File: src/rtl/pmod_pkg.sv
/*
 * Shared sample type, channel counts and calibration tables for the
 * four-channel CODEC datapath. Imported by the RTL and by the checker.
 */
package pmod_pkg;

    // Signed audio word as seen by the CODEC
    typedef logic signed [15:0] sample_t;

    localparam int NUM_CH = 4;
    // Four inputs followed by four outputs
    localparam int NUM_CAL_CH = 8;
    localparam int GAIN_FRAC = 10;
    // clk_24mhz cycles per TDM frame, 24 MHz / 128 = 187.5 kHz
    localparam int FRAME_CLKS = 128;

    // Offsets in raw CODEC counts, subtracted before the gain
    localparam sample_t cal_offset [NUM_CAL_CH] = '{
        16'sd120, -16'sd85, 16'sd40, -16'sd210,
        16'sd64, -16'sd32, 16'sd150, -16'sd18
    };

    // Gains with GAIN_FRAC fraction bits, 1024 is unity
    localparam logic [15:0] cal_gain [NUM_CAL_CH] = '{
        16'd1087, 16'd998, 16'd1024, 16'd1131,
        16'd1012, 16'd1065, 16'd976, 16'd1040
    };

endpackage
File: src/rtl/pmod_audio_top.sv
/*
 * Audio datapath top level. Connects the TDM port, the calibration
 * engine with mirror loopback, and the UART sample framer.
 */
module pmod_audio_top #(
    parameter int CLK_FREQ     = 24_000_000,
    parameter int BAUD_RATE    = 1_000_000,
    parameter bit TRANSMIT_RAW = 1'b1
) (
    input  logic clk_24mhz,
    input  logic arst_n,
    input  logic adc_sdata,
    output logic bick,
    output logic lrck,
    output logic dac_sdata,
    output logic uart_txd
);
    import pmod_pkg::*;

    sample_t    adc_word0, adc_word1, adc_word2, adc_word3;
    sample_t    cal_in0, cal_in1, cal_in2, cal_in3;
    sample_t    dac_word0, dac_word1, dac_word2, dac_word3;
    logic       sample_strobe;
    logic       tx_valid;
    logic       tx_ready;
    logic [7:0] tx_byte;

    codec_tdm_port u_port (
        .clk_24mhz     (clk_24mhz),
        .arst_n        (arst_n),
        .adc_sdata     (adc_sdata),
        .dac_word0     (dac_word0),
        .dac_word1     (dac_word1),
        .dac_word2     (dac_word2),
        .dac_word3     (dac_word3),
        .bick          (bick),
        .lrck          (lrck),
        .dac_sdata     (dac_sdata),
        .sample_strobe (sample_strobe),
        .adc_word0     (adc_word0),
        .adc_word1     (adc_word1),
        .adc_word2     (adc_word2),
        .adc_word3     (adc_word3)
    );

    channel_cal u_cal (
        .clk_24mhz     (clk_24mhz),
        .arst_n        (arst_n),
        .sample_strobe (sample_strobe),
        .adc_word0     (adc_word0),
        .adc_word1     (adc_word1),
        .adc_word2     (adc_word2),
        .adc_word3     (adc_word3),
        .cal_in0       (cal_in0),
        .cal_in1       (cal_in1),
        .cal_in2       (cal_in2),
        .cal_in3       (cal_in3),
        .dac_word0     (dac_word0),
        .dac_word1     (dac_word1),
        .dac_word2     (dac_word2),
        .dac_word3     (dac_word3)
    );

    sample_uart_framer #(
        .TRANSMIT_RAW (TRANSMIT_RAW)
    ) u_framer (
        .clk_24mhz (clk_24mhz),
        .arst_n    (arst_n),
        .raw0      (adc_word0),
        .raw1      (adc_word1),
        .raw2      (adc_word2),
        .raw3      (adc_word3),
        .cal0      (cal_in0),
        .cal1      (cal_in1),
        .cal2      (cal_in2),
        .cal3      (cal_in3),
        .tx_ready  (tx_ready),
        .tx_valid  (tx_valid),
        .tx_byte   (tx_byte)
    );

    uart_byte_tx #(
        .CLK_FREQ  (CLK_FREQ),
        .BAUD_RATE (BAUD_RATE)
    ) u_uart (
        .clk_24mhz (clk_24mhz),
        .arst_n    (arst_n),
        .tx_valid  (tx_valid),
        .tx_byte   (tx_byte),
        .tx_ready  (tx_ready),
        .uart_txd  (uart_txd)
    );

endmodule

File: src/rtl/sample_uart_framer.sv
/*
 * Packs one sample per channel into a five byte UART packet:
 * "C", "H", channel digit, sample MSB, sample LSB. Channels rotate 0 to 3.
 * TRANSMIT_RAW picks the raw ADC words or the calibrated inputs.
 */
module sample_uart_framer #(
    parameter bit TRANSMIT_RAW = 1'b1
) (
    input  logic              clk_24mhz,
    input  logic              arst_n,
    input  pmod_pkg::sample_t raw0,
    input  pmod_pkg::sample_t raw1,
    input  pmod_pkg::sample_t raw2,
    input  pmod_pkg::sample_t raw3,
    input  pmod_pkg::sample_t cal0,
    input  pmod_pkg::sample_t cal1,
    input  pmod_pkg::sample_t cal2,
    input  pmod_pkg::sample_t cal3,
    input  logic              tx_ready,
    output logic              tx_valid,
    output logic [7:0]        tx_byte
);
    import pmod_pkg::*;

    typedef enum logic [2:0] {
        ST_C,
        ST_H,
        ST_DIGIT,
        ST_MSB,
        ST_LSB
    } state_t;

    state_t     state;
    logic [1:0] cur_ch;
    sample_t    src [NUM_CH];
    sample_t    sample_q;

    assign src[0] = TRANSMIT_RAW ? raw0 : cal0;
    assign src[1] = TRANSMIT_RAW ? raw1 : cal1;
    assign src[2] = TRANSMIT_RAW ? raw2 : cal2;
    assign src[3] = TRANSMIT_RAW ? raw3 : cal3;

    // tx_byte always shows the byte of the current state
    always_ff @(posedge clk_24mhz or negedge arst_n) begin
        if (!arst_n) begin
            state    <= ST_C;
            cur_ch   <= '0;
            tx_valid <= 1'b0;
            tx_byte  <= "C";
        end else begin
            tx_valid <= 1'b1;
            if (tx_valid && tx_ready) begin
                case (state)
                    ST_C: begin
                        tx_byte <= "H";
                        state   <= ST_H;
                    end
                    ST_H: begin
                        tx_byte <= 8'h30 + {6'd0, cur_ch};
                        state   <= ST_DIGIT;
                    end
                    ST_DIGIT: begin
                        tx_byte <= sample_q[15:8];
                        state   <= ST_MSB;
                    end
                    ST_MSB: begin
                        tx_byte <= sample_q[7:0];
                        state   <= ST_LSB;
                    end
                    default: begin
                        tx_byte <= "C";
                        state   <= ST_C;
                        if (cur_ch == 2'(NUM_CH - 1)) begin
                            cur_ch <= '0;
                        end else begin
                            cur_ch <= cur_ch + 2'd1;
                        end
                    end
                endcase
            end
        end
    end

    // Sample is frozen as the "C" goes out, so MSB and LSB match
    always_ff @(posedge clk_24mhz) begin
        if (tx_valid && tx_ready && state == ST_C) begin
            sample_q <= src[cur_ch];
        end
    end

endmodule

File: src/rtl/uart_byte_tx.sv
/*
 * 8N1 UART transmitter. Takes one byte per valid/ready transfer and
 * shifts it out LSB first between a start and a stop bit.
 */
module uart_byte_tx #(
    parameter int CLK_FREQ  = 24_000_000,
    parameter int BAUD_RATE = 1_000_000
) (
    input  logic       clk_24mhz,
    input  logic       arst_n,
    input  logic       tx_valid,
    input  logic [7:0] tx_byte,
    output logic       tx_ready,
    output logic       uart_txd
);
    localparam int BIT_CLKS = CLK_FREQ / BAUD_RATE;
    localparam int BAUD_W = $clog2(BIT_CLKS);

    logic [BAUD_W-1:0] baud_cnt;
    logic [3:0]        bit_cnt;
    logic [9:0]        shift_reg;
    logic              busy;

    assign tx_ready = ~busy;
    // Idle ones are shifted in behind the frame, so the line rests high
    assign uart_txd = shift_reg[0];

    always_ff @(posedge clk_24mhz or negedge arst_n) begin
        if (!arst_n) begin
            baud_cnt  <= '0;
            bit_cnt   <= '0;
            shift_reg <= '1;
            busy      <= 1'b0;
        end else if (!busy) begin
            if (tx_valid) begin
                shift_reg <= {1'b1, tx_byte, 1'b0};
                baud_cnt  <= '0;
                bit_cnt   <= '0;
                busy      <= 1'b1;
            end
        end else if (baud_cnt == BAUD_W'(BIT_CLKS - 1)) begin
            baud_cnt  <= '0;
            shift_reg <= {1'b1, shift_reg[9:1]};
            if (bit_cnt == 4'd9) begin
                busy <= 1'b0;
            end else begin
                bit_cnt <= bit_cnt + 4'd1;
            end
        end else begin
            baud_cnt <= baud_cnt + 1'b1;
        end
    end

    // The sender holds its byte until the transmitter takes it
    assert property (@(posedge clk_24mhz) disable iff (!arst_n)
        (tx_valid && !tx_ready) |=> (tx_valid && $stable(tx_byte)));

endmodule

File: src/rtl/channel_cal.sv
/*
 * Calibration engine. After each sample strobe it walks the four inputs
 * and then the four outputs through one shared multiplier. Outputs read
 * the freshly calibrated inputs, which gives the mirror loopback.
 */
module channel_cal (
    input  logic              clk_24mhz,
    input  logic              arst_n,
    input  logic              sample_strobe,
    input  pmod_pkg::sample_t adc_word0,
    input  pmod_pkg::sample_t adc_word1,
    input  pmod_pkg::sample_t adc_word2,
    input  pmod_pkg::sample_t adc_word3,
    output pmod_pkg::sample_t cal_in0,
    output pmod_pkg::sample_t cal_in1,
    output pmod_pkg::sample_t cal_in2,
    output pmod_pkg::sample_t cal_in3,
    output pmod_pkg::sample_t dac_word0,
    output pmod_pkg::sample_t dac_word1,
    output pmod_pkg::sample_t dac_word2,
    output pmod_pkg::sample_t dac_word3
);
    import pmod_pkg::*;

    sample_t            adc_arr [NUM_CH];
    sample_t            cal_reg [NUM_CAL_CH];
    logic [2:0]         ch_idx;
    logic               busy;
    sample_t            operand;
    logic signed [16:0] diff;
    logic signed [16:0] gain_s;
    logic signed [33:0] product;
    logic signed [33:0] scaled;
    sample_t            sat;

    assign adc_arr[0] = adc_word0;
    assign adc_arr[1] = adc_word1;
    assign adc_arr[2] = adc_word2;
    assign adc_arr[3] = adc_word3;

    // Inputs come inverted from the analog front end
    always_comb begin
        if (!ch_idx[2]) begin
            operand = ~adc_arr[ch_idx[1:0]];
        end else begin
            operand = cal_reg[{1'b0, ch_idx[1:0]}];
        end
    end

    assign diff    = 17'(operand) - 17'(cal_offset[ch_idx]);
    assign gain_s  = $signed({1'b0, cal_gain[ch_idx]});
    assign product = 34'(diff) * 34'(gain_s);
    assign scaled  = product >>> GAIN_FRAC;

    always_comb begin
        if (scaled > 34'sd32767) begin
            sat = 16'sh7fff;
        end else if (scaled < -34'sd32768) begin
            sat = 16'sh8000;
        end else begin
            sat = scaled[15:0];
        end
    end

    always_ff @(posedge clk_24mhz or negedge arst_n) begin
        if (!arst_n) begin
            busy   <= 1'b0;
            ch_idx <= '0;
            for (int i = 0; i < NUM_CAL_CH; i++) begin
                cal_reg[i] <= '0;
            end
        end else begin
            if (busy) begin
                cal_reg[ch_idx] <= sat;
            end
            if (sample_strobe) begin
                busy   <= 1'b1;
                ch_idx <= '0;
            end else if (busy) begin
                ch_idx <= ch_idx + 3'd1;
                if (ch_idx == 3'(NUM_CAL_CH - 1)) begin
                    busy <= 1'b0;
                end
            end
        end
    end

    assign cal_in0   = cal_reg[0];
    assign cal_in1   = cal_reg[1];
    assign cal_in2   = cal_reg[2];
    assign cal_in3   = cal_reg[3];
    assign dac_word0 = cal_reg[4];
    assign dac_word1 = cal_reg[5];
    assign dac_word2 = cal_reg[6];
    assign dac_word3 = cal_reg[7];

    // A pass must end before the port signals the next frame
    assert property (@(posedge clk_24mhz) disable iff (!arst_n)
        busy |-> !sample_strobe);

endmodule

File: src/rtl/codec_tdm_port.sv
/*
 * TDM serial port towards the CODEC. Derives bick and lrck from a frame
 * counter, collects four ADC slots, sends four DAC slots and raises one
 * sample strobe per frame when fresh ADC words are available.
 */
module codec_tdm_port (
    input  logic              clk_24mhz,
    input  logic              arst_n,
    input  logic              adc_sdata,
    input  pmod_pkg::sample_t dac_word0,
    input  pmod_pkg::sample_t dac_word1,
    input  pmod_pkg::sample_t dac_word2,
    input  pmod_pkg::sample_t dac_word3,
    output logic              bick,
    output logic              lrck,
    output logic              dac_sdata,
    output logic              sample_strobe,
    output pmod_pkg::sample_t adc_word0,
    output pmod_pkg::sample_t adc_word1,
    output pmod_pkg::sample_t adc_word2,
    output pmod_pkg::sample_t adc_word3
);
    import pmod_pkg::*;

    localparam int CNT_W = $clog2(FRAME_CLKS);
    localparam int FRAME_BITS = NUM_CH * $bits(sample_t);
    localparam logic [CNT_W-1:0] CNT_LAST = CNT_W'(FRAME_CLKS - 1);
    localparam logic [CNT_W-1:0] CNT_PUBLISH = CNT_W'(FRAME_CLKS - 2);

    logic [CNT_W-1:0]      frame_cnt;
    logic [FRAME_BITS-1:0] adc_shift;
    logic [FRAME_BITS-1:0] dac_shift;

    // Two clocks per bit, lrck high for the first half of the frame
    assign bick = ~frame_cnt[0];
    assign lrck = ~frame_cnt[CNT_W-1];

    always_ff @(posedge clk_24mhz or negedge arst_n) begin
        if (!arst_n) begin
            frame_cnt     <= '0;
            adc_shift     <= '0;
            dac_shift     <= '0;
            dac_sdata     <= 1'b0;
            sample_strobe <= 1'b0;
            adc_word0     <= '0;
            adc_word1     <= '0;
            adc_word2     <= '0;
            adc_word3     <= '0;
        end else begin
            frame_cnt     <= frame_cnt + 1'b1;
            sample_strobe <= (frame_cnt == CNT_PUBLISH);

            // Odd count ends with a bick rising edge, take the ADC bit
            if (frame_cnt[0]) begin
                adc_shift <= {adc_shift[FRAME_BITS-2:0], adc_sdata};
            end

            // Slot 0 arrived first, so it sits at the top
            if (frame_cnt == CNT_PUBLISH) begin
                adc_word0 <= adc_shift[63:48];
                adc_word1 <= adc_shift[47:32];
                adc_word2 <= adc_shift[31:16];
                adc_word3 <= adc_shift[15:0];
            end

            // DAC words for the coming frame are taken on the strobe cycle
            if (frame_cnt == CNT_LAST) begin
                dac_shift <= {dac_word0, dac_word1, dac_word2, dac_word3};
            end else if (!frame_cnt[0]) begin
                // Even count ends with a bick falling edge
                dac_sdata <= dac_shift[FRAME_BITS-1];
                dac_shift <= {dac_shift[FRAME_BITS-2:0], 1'b0};
            end
        end
    end

    // Strobe is tied to the last counter value of the frame
    assert property (@(posedge clk_24mhz) disable iff (!arst_n)
        sample_strobe |-> (frame_cnt == CNT_LAST));

endmodule

File: config.mk
export PLATFORM = sky130hd
export DESIGN_NAME = pmod_audio_top
export DESIGN_NICKNAME = d
export VERILOG_FILES = /design/src/rtl/pmod_pkg.sv /design/src/rtl/pmod_audio_top.sv /design/src/rtl/sample_uart_framer.sv /design/src/rtl/uart_byte_tx.sv /design/src/rtl/channel_cal.sv /design/src/rtl/codec_tdm_port.sv
export SDC_FILE = /design/constraint.sdc
export NUM_CORES = 1
export LEC_CHECK = 0
export BUFFER_PORTS_ARGS = -buffer_cell sky130_fd_sc_hd__buf_2
export CAP_MARGIN = 20
export CORE_ASPECT_RATIO = 0.5
export CORE_UTILIZATION = 60
export DETAILED_ROUTE_END_ITERATION = 16
export PLACE_DENSITY = 0.74
export SLEW_MARGIN = 15
export SYNTH_ARGS = -nofsm -noshare
export SYNTH_HDL_FRONTEND = slang
export SYNTH_SLANG_ARGS = --single-unit
File: constraint.sdc
create_clock -name clk_24mhz -period 11.85 [get_ports clk_24mhz]
set_input_delay 1.7775 -clock clk_24mhz [delete_from_list [all_inputs] [get_ports clk_24mhz]]
set_output_delay 1.7775 -clock clk_24mhz [all_outputs]
set_load 0.005 [all_outputs]
==> impl_results.md, run 1 <==
- Status: complete, no violations
- Peak supply drop: 92.6 µV
- Starting Density: about 62%
- GRT Total Usage: between 20% and 30%
- Power per cell area: slightly below 100 nW/µm²
- Rel. slew slack: a little under a quarter
- Clock-pin slew on the worst setup and hold paths: 0.07 ns
- Post-synthesis async set-or-reset flop share: approximately 96%
- Largest net degree at the start of global routing: roughly 190
- Sw Share: 22.3%
- Prevailing post-synth register cell: dfrtp_1
- Final net count: ~2700
- CTS tree: yes
- Max cap viols: 0
- Final hold violations: 0
- Critical Path End Type: register
- Initial DRC Count: roughly 1700
- Post-detail-place hpwl: 44500 µm
- Die Height: 148 µm
- Crit path DAT: between 10 and 15 ns
- Number of vias per cell: 5.98
- FF-to-FF Start: u_cal.ch_idx[1]
- Final period utilization: approximately 94%
- CTS max path bufs: 3
- Worst setup SP type: register
- Core area: 41100 µm²
- IO Count: 7
- Yosys top cell by area: dfrtp_1
- Min Tclk post-route: around 11 ns
- Die area: around 43000 µm²
- Initial antenna violation count: 0
- Clock root buffer: clkbuf_16
- Worst R2R Path Depth: 37
- Unique cell type count in the Yosys netlist: between 80 and 90
- Ys Warns: 0
- RSZ-0062 raised after global routing: no
- Top Registers: u_port.adc_shift (64), u_port.dac_shift (64)
- CTS hold repair buffers: 0
- Required time worst endpoint: 12.25 ns
- Top-area cell type share of the netlist area: between 30% and 40%
- CP max FO: 17
- Number of flops mapped to enable cells by yosys: 16
- Layout cells sized above 1: between 10% and 20%
- Mean post-synth cell area: around 10 µm²
- Synth-to-Final Area Change: 7.61%
- Row Count: 52
- Pint: 0.00209 W
- Num CTS Buffers: 36
- Largest stage delay, worst path: just over 0.8 ns
- FMAX: between 80 and 90 MHz
- Synth area leaders: dfrtp_1, fa_1, ha_1
- Fill cell count: 3093
- Overflow after GRT: 0
- Count leader, synth: dfrtp_1
- Die width: 293 µm
- Final Cell Area: ~27000 µm²
- Net Sw Power: 0.000602 W
- DRC Markers: 0
- Max Slew Vio Count: 0
- Final wirelength: between 60000 and 70000 µm
- R2r setup slk: approximately 0.70 ns
- RD Place Congestion: roughly 0.96
- Hold Crit Depth: 2
- Clock Latency Late Sink: approximately 0.55 ns
- Global-route wire length before repair: about 98000 µm
- Netlist Area Pre-Place: about 25000 µm²
- Total Neg Setup Slack: 0 ns
- Slowest-stage cell, CP: fa_1
- Post-synth top cells: dfrtp_1, nand2_1, inv_1
- Final setup fails: 0
- Final Skew: approximately 0.03 ns
- Worst slew pin tran: about 1.1 ns
- # H-tree levels: 2
- Min-delay src: u_uart.shift_reg[8]
- Via Count: 17900
- Clk pwr share: 46.1%
- Per-cell routed wire length: a little over 20 µm
- Crit path kind: reg -> reg
- DRT antenna net count: 0
- Post-Synthesis Cells: between 2000 and 2500
- Worst R2R End: u_cal.cal_in0[2]
- Flop pwr share: 50.9%
- Placed Area: ~26000 µm²
- HP Class: reg -> reg
- Synth Net Count: about 2700
- # port buffers: 6
- Clk sinks: around 380
- First-pass DRT Iterations: 5
- Leak: around 14 nW
- Hold EP: u_uart.shift_reg[8]
- Power share of the combinational group: roughly 3.0%
- Vias in the first global route: about 18000
- Seq/Total Area, Yosys: between 30% and 40%
- #FFs+latches synth: about 380
layer usage:
| layer | share of wire, % | vias up | wire (µm) | GRT usage, % |
|---|---|---|---|---|
| met5 | 0 | - | 0 | 0 |
| met4 | 1.6 | 0 | 962 | 6.13 |
| met3 | 11 | 82 | 6490 | 9.17 |
| met2 | 42 | 667 | 25500 | 41.1 |
| met1 | 46 | 8962 | 27900 | 44.6 |
| li1 | - | 8150 | - | - |
stage by stage:
step / utilization (%) / hold WS, ns / power [W] / instances / setup WS (ns)
after floorplan: - / 0.439 / 0.00144 / 2424 / 1.26
after global placement: 63.2 / 0.453 / 0.00148 / 2912 / 0.843
after detailed placement: 63.2 / 0.462 / 0.00148 / 2912 / 0.488
after CTS: 66.4 / 0.475 / 0.00272 / 2978 / 0.481
after global routing: 66.6 / 0.494 / 0.00279 / 2985 / 0.0154
final: 66.6 / 0.469 / 0.00270 / 2986 / 0.699
layout make-up:
type	instances	area [µm²]	share of cell area, %
clock buffer	48	997	3.65
inverter	304	1140	4.17
sequential	382	9660	35.3
timing repair buffer	40	329	1.20
tap	567	709	2.59
antenna	1	2.50	0.00915
clock inverter	18	283	1.03
multi-input combinational	1626	14200	52.0
how the worst max path moves through the flow:
stage,start,to,depth (start not counted)
after floorplan,u_cal.ch_idx[0],u_cal.cal_in0[7],39
after global placement,u_cal.ch_idx[0],u_cal.dac_word2[1],35
after detailed placement,u_cal.ch_idx[0],u_cal.dac_word3[14],35
after CTS,u_cal.ch_idx[0],u_cal.dac_word3[14],35
after global routing,u_cal.ch_idx[1],u_cal.cal_in2[1],37
final,u_cal.ch_idx[1],u_cal.cal_in0[2],37
critical path, delay by kind of cell, from the launching register on:
family / cells / cell delay [ns]
AO/OA/AOI/OAI: 15 / 3.96
adder cells (fa/ha/maj): 10 / 4.52
buffers and inverters: 9 / 1.15
flip-flops: 1 / 0.58
AND/OR/NAND/NOR: 3 / 0.79
cells in the final DEF, fill, tap and decap left out, types with 6 or more instances in the layout:
| cell | Yosys | routed |
|---|---|---|
| mux2_2 | 132 | 132 |
| and4_1 | 7 | 7 |
| dfstp_2 | 12 | 12 |
| xor2_1 | 15 | 15 |
| inv_1 | 304 | 304 |
| a21oi_1 | 68 | 66 |
| a31oi_1 | 20 | 19 |
| o21a_1 | 6 | 6 |
| o21ai_1 | 86 | 88 |
| a211oi_4 | 11 | 11 |
| nor2b_1 | 13 | 13 |
| buf_2 | 8 | 6 |
| nand2_1 | 321 | 321 |
| o211ai_1 | 6 | 6 |
| dfrtp_1 | 354 | 351 |
| mux4_2 | 48 | 48 |
| ha_1 | 130 | 130 |
| xnor2_1 | 22 | 22 |
| nand2b_1 | 10 | 10 |
| and2_1 | 16 | 16 |
| nor3_1 | 31 | 28 |
| mux2i_1 | 80 | 80 |
| nand3_1 | 47 | 47 |
| o21ai_0 | 133 | 131 |
| nand4_1 | 7 | 7 |
| clkbuf_1 | 84 | 8 |
| edfxtp_1 | 16 | 16 |
| and3_1 | 9 | 9 |
| a211oi_1 | 7 | 7 |
| or3_1 | 6 | 6 |
| buf_4 | 1 | 30 |
| o31ai_1 | 25 | 24 |
| nor2_1 | 93 | 93 |
| clkbuf_16 | 0 | 37 |
| a21o_1 | 22 | 22 |
| fa_1 | 167 | 167 |
cell families (layout without fill, tap and decap cells):
family / after synthesis / after routing / share of synthesized area, %
AND/OR/NAND/NOR: 585 / 585 / 10.2
AO/OA/AOI/OAI: 446 / 446 / 11.5
buffers and inverters: 416 / 410 / 6.29
flip-flops: 382 / 382 / 38.0
adder cells (fa/ha/maj): 297 / 297 / 19.6
multiplexers: 260 / 260 / 13.3
XOR/XNOR: 37 / 37 / 1.28
other: 1 / 2 / 0.0148
power by group through the flow:
| stage | Combinational, W | Clock [W] | Sequential, W |
|---|---|---|---|
| floorplan | 0.0000518 | 0 | 0.00139 |
| global placement | 0.0000807 | 0 | 0.00139 |
| detailed placement | 0.0000844 | 0 | 0.00140 |
| CTS | 0.0000847 | 0.00127 | 0.00137 |
| global route | 0.0000963 | 0.00132 | 0.00138 |
| finish | 0.0000821 | 0.00124 | 0.00137 |
what timing repair did:
action,4_1_cts,5_1_grt
endpoints found under the setup margin,0,112
resized for setup,0,5
setup buffers,0,3
No activity file was read; power rests on OpenSTA's default activity.
==> run 2, diff against run 1 <==
--- a/config.mk
+++ b/config.mk
@@ -7,7 +7,7 @@
 export LEC_CHECK = 0
 export BUFFER_PORTS_ARGS = -buffer_cell sky130_fd_sc_hd__buf_2
 export CAP_MARGIN = 20
-export CORE_ASPECT_RATIO = 0.5
+export CORE_ASPECT_RATIO = 1.5
 export CORE_UTILIZATION = 60
 export DETAILED_ROUTE_END_ITERATION = 16
 export PLACE_DENSITY = 0.74
==> constraint.sdc (replaced) <==
create_clock -name clk_24mhz -period 12.3 [get_ports clk_24mhz]
set_input_delay 1.845 -clock clk_24mhz [delete_from_list [all_inputs] [get_ports clk_24mhz]]
set_output_delay 1.845 -clock clk_24mhz [all_outputs]
set_load 0.005 [all_outputs]
==> run 2 against run 1 <==
Effect of this change:
- count of clock-buffer cells in the layout is 5 higher
- critical path depth is 2 lower
- power is 5.5% lower
- cell count is 0.33% lower
- utilization is 1.7 points lower
- critical endpoint is now u_cal.dac_word2[12]
- non-clock buffer count is 7 lower
- clock power is 8% lower
==> impl_results.md, run 2 (synthesized netlist as in run 1, its figures left out) <==
- Status: complete, no violations
- Max cap viols: 0 (unchanged)
- Initial antenna violation count: 0 (unchanged)
- Cts repair resizes: 0 (unchanged)
- Layout cells sized above 1: 13.7% (-0.38 points)
- Clock root buffer: clkbuf_16
- Overflow after GRT: 0 (unchanged)
- RD Place Congestion: 0.954 (-0.65%)
- Final net count: 2684 (-0.22%)
- Final Skew: 0.0216 ns (-0.00780 ns)
- Fill cell count: 3270 (+5.7%)
- Top Registers: u_port.adc_shift (64), u_port.dac_shift (64)
- Min-delay src: u_uart.shift_reg[8]
- Required time worst endpoint: 12.67 ns (+0.42 ns)
- Final hold violations: 0 (unchanged)
- Die width: 170 µm (-42%)
- Worst R2R End: u_cal.dac_word2[12]
- Area taken by multi-input logic gates: 14200 µm² (-0.13%)
- Initial DRC Count: 1464 (-15%)
- Hold Crit Depth: 2 (unchanged)
- Total Neg Setup Slack: 0 ns (unchanged)
- Num CTS Buffers: 37 (+2.8%)
- Clk sinks: 382 (unchanged)
- Most common cell after layout, fill and taps aside: dfrtp_1
- # H-tree levels: 2 (unchanged)
- Post-detail-place hpwl: 44800 µm (+0.75%)
- Layout Utilization: 64.9% (-1.7 points)
- Hold EP: u_uart.shift_reg[8]
- Peak supply drop: 85.5 µV (-7.6%)
- RSZ-0062 raised after global routing: no
- Final wirelength: 61300 µm (+0.85%)
- Worst R2R Path Depth: 35 (-5.4%)
- Antenna cells: 0 (-1)
- Clock-pin slew on the worst setup and hold paths: 0.06 ns (about the same)
- Per-cell routed wire length: 20.6 µm (+1.2%)
- Setup WS pre-CTS: 0.872 ns (+0.385 ns)
- Final setup fails: 0 (unchanged)
- Vias in the first global route: 18900 (+7.1%)
- Row Count: 92 (+77%)
- Die Height: 254 µm (+72%)
- CP max FO: 29 (+12)
- Critical Path End Type: register
- Commonest non-fill, non-tap cells in the layout: dfrtp_1, nand2_1, inv_1, fa_1, o21ai_0
- CTS max path bufs: 3 (unchanged)
- DRC Markers: 0 (unchanged)
- Power per cell area: 93.7 nW/µm² (-5.0%)
- Via Count: 18000 (+0.80%)
- Global-route wire length before repair: 100000 µm (+1.8%)
- DRT antenna net count: 0 (unchanged)
- Clock Latency Late Sink: 0.55 ns (about the same)
- Leak: 13.7 nW (-0.40%)
- R2r setup slk: 0.76 ns (+0.06 ns)
- Largest net degree at the start of global routing: 185 (unchanged)
- FMAX: 86.7 MHz (-3.4%)
- CTS tree: yes
- CTS hold repair buffers: 0 (unchanged)
- FF-to-FF Start: u_cal.ch_idx[1]
- Rel. slew slack: 22.2% (-1.3 points)
- Crit path kind: reg -> reg
- Core area: 41900 µm² (+2.1%)
- GRT Total Usage: 29.9% (+0.63 points)
- First-pass DRT Iterations: 6 (+1)
- HP Class: reg -> reg
- Worst setup margin: 0.761 ns (+0.0627 ns)
- Post-CTS Repair Setup Buffers: 0 (unchanged)
- IO Count: 7 (unchanged)
- Area occupied by registers: 9660 µm² (unchanged)
- Number of vias per cell: 6.05 (+1.1%)
- Slowest-stage cell, CP: o22ai_1
- Crit path DAT: 11.91 ns (+0.36 ns)
- Die area: 43200 µm² (about the same)
- Min Tclk post-route: 11.54 ns (+0.387 ns)
- Worst setup SP type: register
- Worst slew pin tran: 1.16 ns (+0.0171 ns)
- Synth-to-Final Area Change: 7.00%
- # port buffers: 6 (unchanged)
- Starting Density: 60.6% (-1.2 points)
- Final period utilization: 93.8% (-0.29 points)
- Max Slew Vio Count: 0 (unchanged)
- Largest stage delay, worst path: 0.83 ns (about the same)
-- run 2: cell count changes in the layout (fill, tap and decap cells not counted), moves of 3 or more --
| cell | previous run | this run |
|---|---|---|
| buf_4 | 30 | 25 |
| bufinv_16 | 5 | 2 |
| clkbuf_8 | 3 | 9 |
| inv_6 | 0 | 4 |
-- run 2: worst max-delay path by stage --
| stage | startpoint | to | slack, ns | cells after the start |
|---|---|---|---|---|
| floorplan | u_cal.ch_idx[0] | u_cal.cal_in0[7] | 1.71 | 39 |
| global placement | u_cal.ch_idx[0] | u_cal.dac_word1[12] | 1.22 | 34 |
| detailed placement | u_cal.ch_idx[0] | u_cal.dac_word1[8] | 0.87 | 35 |
| CTS | u_cal.ch_idx[0] | u_cal.dac_word1[11] | 0.82 | 35 |
| global route | u_cal.ch_idx[0] | u_cal.cal_in3[12] | 0.08 | 34 |
| finish | u_cal.ch_idx[1] | u_cal.dac_word2[12] | 0.76 | 35 |
-- run 2: power by group --
part / switching, W / total [W] / leakage [nW] / internal (W)
logic: 0.0000494 / 0.0000815 / 7.97 / 0.0000321
clock network: 0.000487 / 0.00114 / 0.599 / 0.000656
registers: 0.0000255 / 0.00132 / 5.12 / 0.00130
-- run 2: critical path, delay by kind of cell, from the launching register on --
kind                       cells  cell delay (ns)
adders and majority gates     10             4.52
AOI/OAI and AO/OA             14             4.42
and+or+nand+nor                4             1.03
buffers and inverters          7             0.74
DFF                            1             0.64
-- run 2: through the flow --
step / cell area [µm²] / total power [W] / std cells / hold slack [ns]
after floorplan: 25400 / 0.00139 / 2424 / 0.439
after global placement: 25900 / 0.00142 / 2907 / 0.452
after detailed placement: 26000 / 0.00143 / 2908 / 0.462
after CTS: 27200 / 0.00256 / 2975 / 0.475
after global routing: 27200 / 0.00264 / 2976 / 0.497
final: 27200 / 0.00255 / 2976 / 0.472
-- run 2: metal layers --
layer	routed length, µm	vias up	share of wire (%)	GRT usage [%]
li1	-	8115	-	-
met1	23900	9042	39	37.0
met2	30900	640	50	51.1
met3	3010	206	4.9	3.85
met4	3580	0	5.8	15.9
met5	0	-	0	0
-- run 2: area by class of cell --
class	count	area share, %
clock buffers	53	3.96
clock inverters	14	0.515
inverters	304	4.20
multi-input cells	1626	52.2
flip-flops and latches	382	35.5
well taps	564	2.60
repair buffers	33	0.966
==> run 3, diff against run 2 <==
--- a/config.mk
+++ b/config.mk
@@ -5,6 +5,7 @@
 export SDC_FILE = /design/constraint.sdc
 export NUM_CORES = 1
 export LEC_CHECK = 0
+export ABC_AREA = 1
 export BUFFER_PORTS_ARGS = -buffer_cell sky130_fd_sc_hd__buf_2
 export CAP_MARGIN = 20
 export CORE_ASPECT_RATIO = 1.5
==> run 3 against run 2 <==
Effect of this change:
- register-to-register slack gained 0.28 ns
- die area shrank 0.69%
- worst hold slack lost 0.0031 ns
- fmax grew 2.5%
==> impl_results.md, run 3 <==
- # port buffers: 6 (unchanged)
- Status: complete, no violations
- Worst R2R End: u_cal.cal_in1[1]
- Yosys top cell by area: dfrtp_1
- Antenna cells: 0 (unchanged)
- CTS tree: yes
- Per-cell routed wire length: 18.5 µm (-10%)
- Crit path kind: reg -> reg
- Final period utilization: 91.5% (-2.3 points)
- Number of flops mapped to enable cells by yosys: 16 (unchanged)
- Unique cell type count in the Yosys netlist: 50 (-41%)
- Final Skew: 0.0238 ns (+0.00214 ns)
- CTS max path bufs: 3 (unchanged)
- Die Height: 253 µm (-0.35%)
- Crit path launch: u_cal.ch_idx[0]
- Worst R2R Path Depth: 41 (+17%)
- Max Slew Vio Count: 0 (unchanged)
- Final wirelength: 67300 µm (+9.6%)
- First-pass DRT Iterations: 8 (+2)
- Peak supply drop: 72.4 µV (-15%)
- Num CTS Buffers: 35 (-5.4%)
- Max cap viols: 0 (unchanged)
- FF-to-FF Start: u_cal.ch_idx[0]
- Initial DRC Count: 1737 (+19%)
- Die width: 169 µm (-0.35%)
- IO Count: 7 (unchanged)
- Crit path DAT: 11.67 ns (-0.24 ns)
- Cts repair resizes: 0 (unchanged)
- Largest net degree at the start of global routing: 177 (-4.3%)
- Hold EP: u_uart.shift_reg[0]
- Clock Latency Late Sink: 0.54 ns (about the same)
- Top-area cell type share of the netlist area: 35.1% (+0.25 points)
- Final net count: 3358 (+25%)
- Global-route wire length before repair: 109000 µm (+9.0%)
- Post-synth top cells: nand2_1, inv_1, dfrtp_1
- DRT antenna net count: 0 (unchanged)
- Via Count: 20600 (+14%)
- Clock root buffer: clkbuf_16
- CTS hold repair buffers: 0 (unchanged)
- Most common cell after layout, fill and taps aside: nand2_1
- Total Neg Setup Slack: 0 ns (unchanged)
- Clk sinks: 382 (unchanged)
- HP Class: reg -> reg
- Mean post-synth cell area: 8.18 µm² (-22%)
- Netlist Area Pre-Place: 25200 µm² (-0.70%)
- Rel. slew slack: 28.5% (+6.4 points)
- Prevailing post-synth register cell: dfrtp_1
- Slowest-stage cell, CP: fa_1
- Critical Path End Type: register
- Number of vias per cell: 5.66 (-6.4%)
- Synth area leaders: dfrtp_1, nand2_1, fa_1
- Core area: 41300 µm² (-1.4%)
- Count leader, synth: nand2_1
- Worst slew pin tran: 1.07 ns (-0.0943 ns)
- Clock-pin slew on the worst setup and hold paths: 0.06 ns (about the same)
- Row Count: 91 (-1.1%)
- Post-synthesis async set-or-reset flop share: 95.8% (unchanged)
- Largest stage delay, worst path: 0.80 ns (-0.03 ns)
- Top Registers: u_port.adc_shift (64), u_port.dac_shift (64)
- Post-Synthesis Cells: 3086 (+27%)
- Hold_ws: 0.469 ns (-0.00306 ns)
- Starting Density: 61.1% (+0.41 points)
- FMAX: 88.8 MHz (+2.5%)
- CP most frequent cell: nand2_1
- RD Place Congestion: 0.996 (+4.3%)
- # H-tree levels: 2 (unchanged)
- CP max FO: 25 (-14%)
- Post-CTS Repair Setup Buffers: 0 (unchanged)
- Required time worst endpoint: 12.71 ns (+0.04 ns)
- Final hold violations: 0 (unchanged)
- Ys Warns: 0 (unchanged)
- DRC Markers: 0 (unchanged)
- Overflow after GRT: 0 (unchanged)
- #FFs+latches synth: 382 (unchanged)
- Min-delay src: u_uart.shift_reg[0]
- RSZ-0062 raised after global routing: no
- Final Cell Area: 27000 µm² (-0.81%)
- Commonest non-fill, non-tap cells in the layout: nand2_1, inv_1, dfrtp_1, o21ai_0, nor2_1
- Post-detail-place hpwl: 48900 µm (+9.2%)
- Final setup fails: 0 (unchanged)
- Layout cells sized above 1: 5.03% (-8.6 points)
- Seq/Total Area, Yosys: 38.3% (+0.27 points)
- Placed Area: 25800 µm² (-0.59%)
- Min Tclk post-route: 11.26 ns (-0.280 ns)
- Leak: 14.3 nW (+4.8%)
- Hold Crit Depth: 2 (unchanged)
- Synth Net Count: 3386 (+24%)
- Worst setup SP type: register
- Initial antenna violation count: 0 (unchanged)
- Power per cell area: 94.1 nW/µm² (+0.50%)
- GRT Total Usage: 33.0% (+3.0 points)
- R2r setup slk: 1.04 ns (+0.28 ns)
- Synth-to-Final Area Change: 6.89%
- Vias in the first global route: 21200 (+12%)
- Die area: 42900 µm² (-0.69%)
## run 3: report_power, final
| group | internal [W] | switching [W] |
|---|---|---|
| registers | 0.00131 | 0.0000230 |
| logic | 0.0000345 | 0.0000647 |
| clock network | 0.000629 | 0.000480 |
| total | 0.00197 | 0.000567 |
## run 3: through the flow
step	power (W)	util, %	setup WS [ns]	cells
2_1_floorplan	0.00141	-	3.63	3086
3_3_place_gp	0.00145	62.4	1.43	3578
3_5_place_dp	0.00146	62.4	1.30	3578
4_1_cts	0.00256	65.2	1.25	3637
5_1_grt	0.00261	65.3	0.397	3638
6_report	0.00254	65.3	1.04	3638
## run 3: worst max path at each step
stage          slack, ns  depth (start not counted)                 end
5_1_grt             0.40                         41    u_cal.cal_in1[1]
2_1_floorplan       3.63                         47   u_cal.cal_in0[10]
3_3_place_gp        1.43                         41  u_cal.dac_word1[1]
6_report            1.04                         41    u_cal.cal_in1[1]
3_5_place_dp        1.30                         41  u_cal.dac_word1[1]
4_1_cts             1.25                         41    u_cal.cal_in1[1]
## run 3: area by class of cell
| cell class | count | area, µm² |
|---|---|---|
| multi-input cells | 2075 | 13200 |
| well taps | 558 | 698 |
| clock buffers | 48 | 1030 |
| repair buffers | 39 | 313 |
| clock inverters | 11 | 116 |
| inverters | 525 | 1970 |
| flip-flops and latches | 382 | 9660 |
| fillers | 3506 | 14400 |
## run 3: worst max-delay path, delay by kind of cell, from the launching register on
family,cells,cell delay (ns)
adders and majority gates,8,4.02
DFF,1,0.36
buffers and inverters,8,1.61
and+or+nand+nor,21,3.54
AOI/OAI and AO/OA,4,1.55
## run 3: cell families (layout without fill, tap and decap cells)
logic type | count (synthesis) | count (layout) | synth area share, %
AND/OR/NAND/NOR | 1300 | 1300 | 21.1
multiplexers | 1 | 1 | 0.0397
flip-flops | 382 | 382 | 38.3
AO/OA/AOI/OAI | 443 | 443 | 10.2
adder cells (fa/ha/maj) | 297 | 297 | 19.7
buffers and inverters | 629 | 623 | 9.54
other | 1 | 1 | 0.0149
XOR/XNOR | 33 | 33 | 1.15
## run 3: metal layers
metal  GRT usage [%]  part of all wire, %  up-vias
met5               0                    0        -
met2            58.9                   52      790
met4            20.1                  6.6        0
met1            37.5                   36    10000
li1                -                    -     9511
met3            3.99                  5.4      246
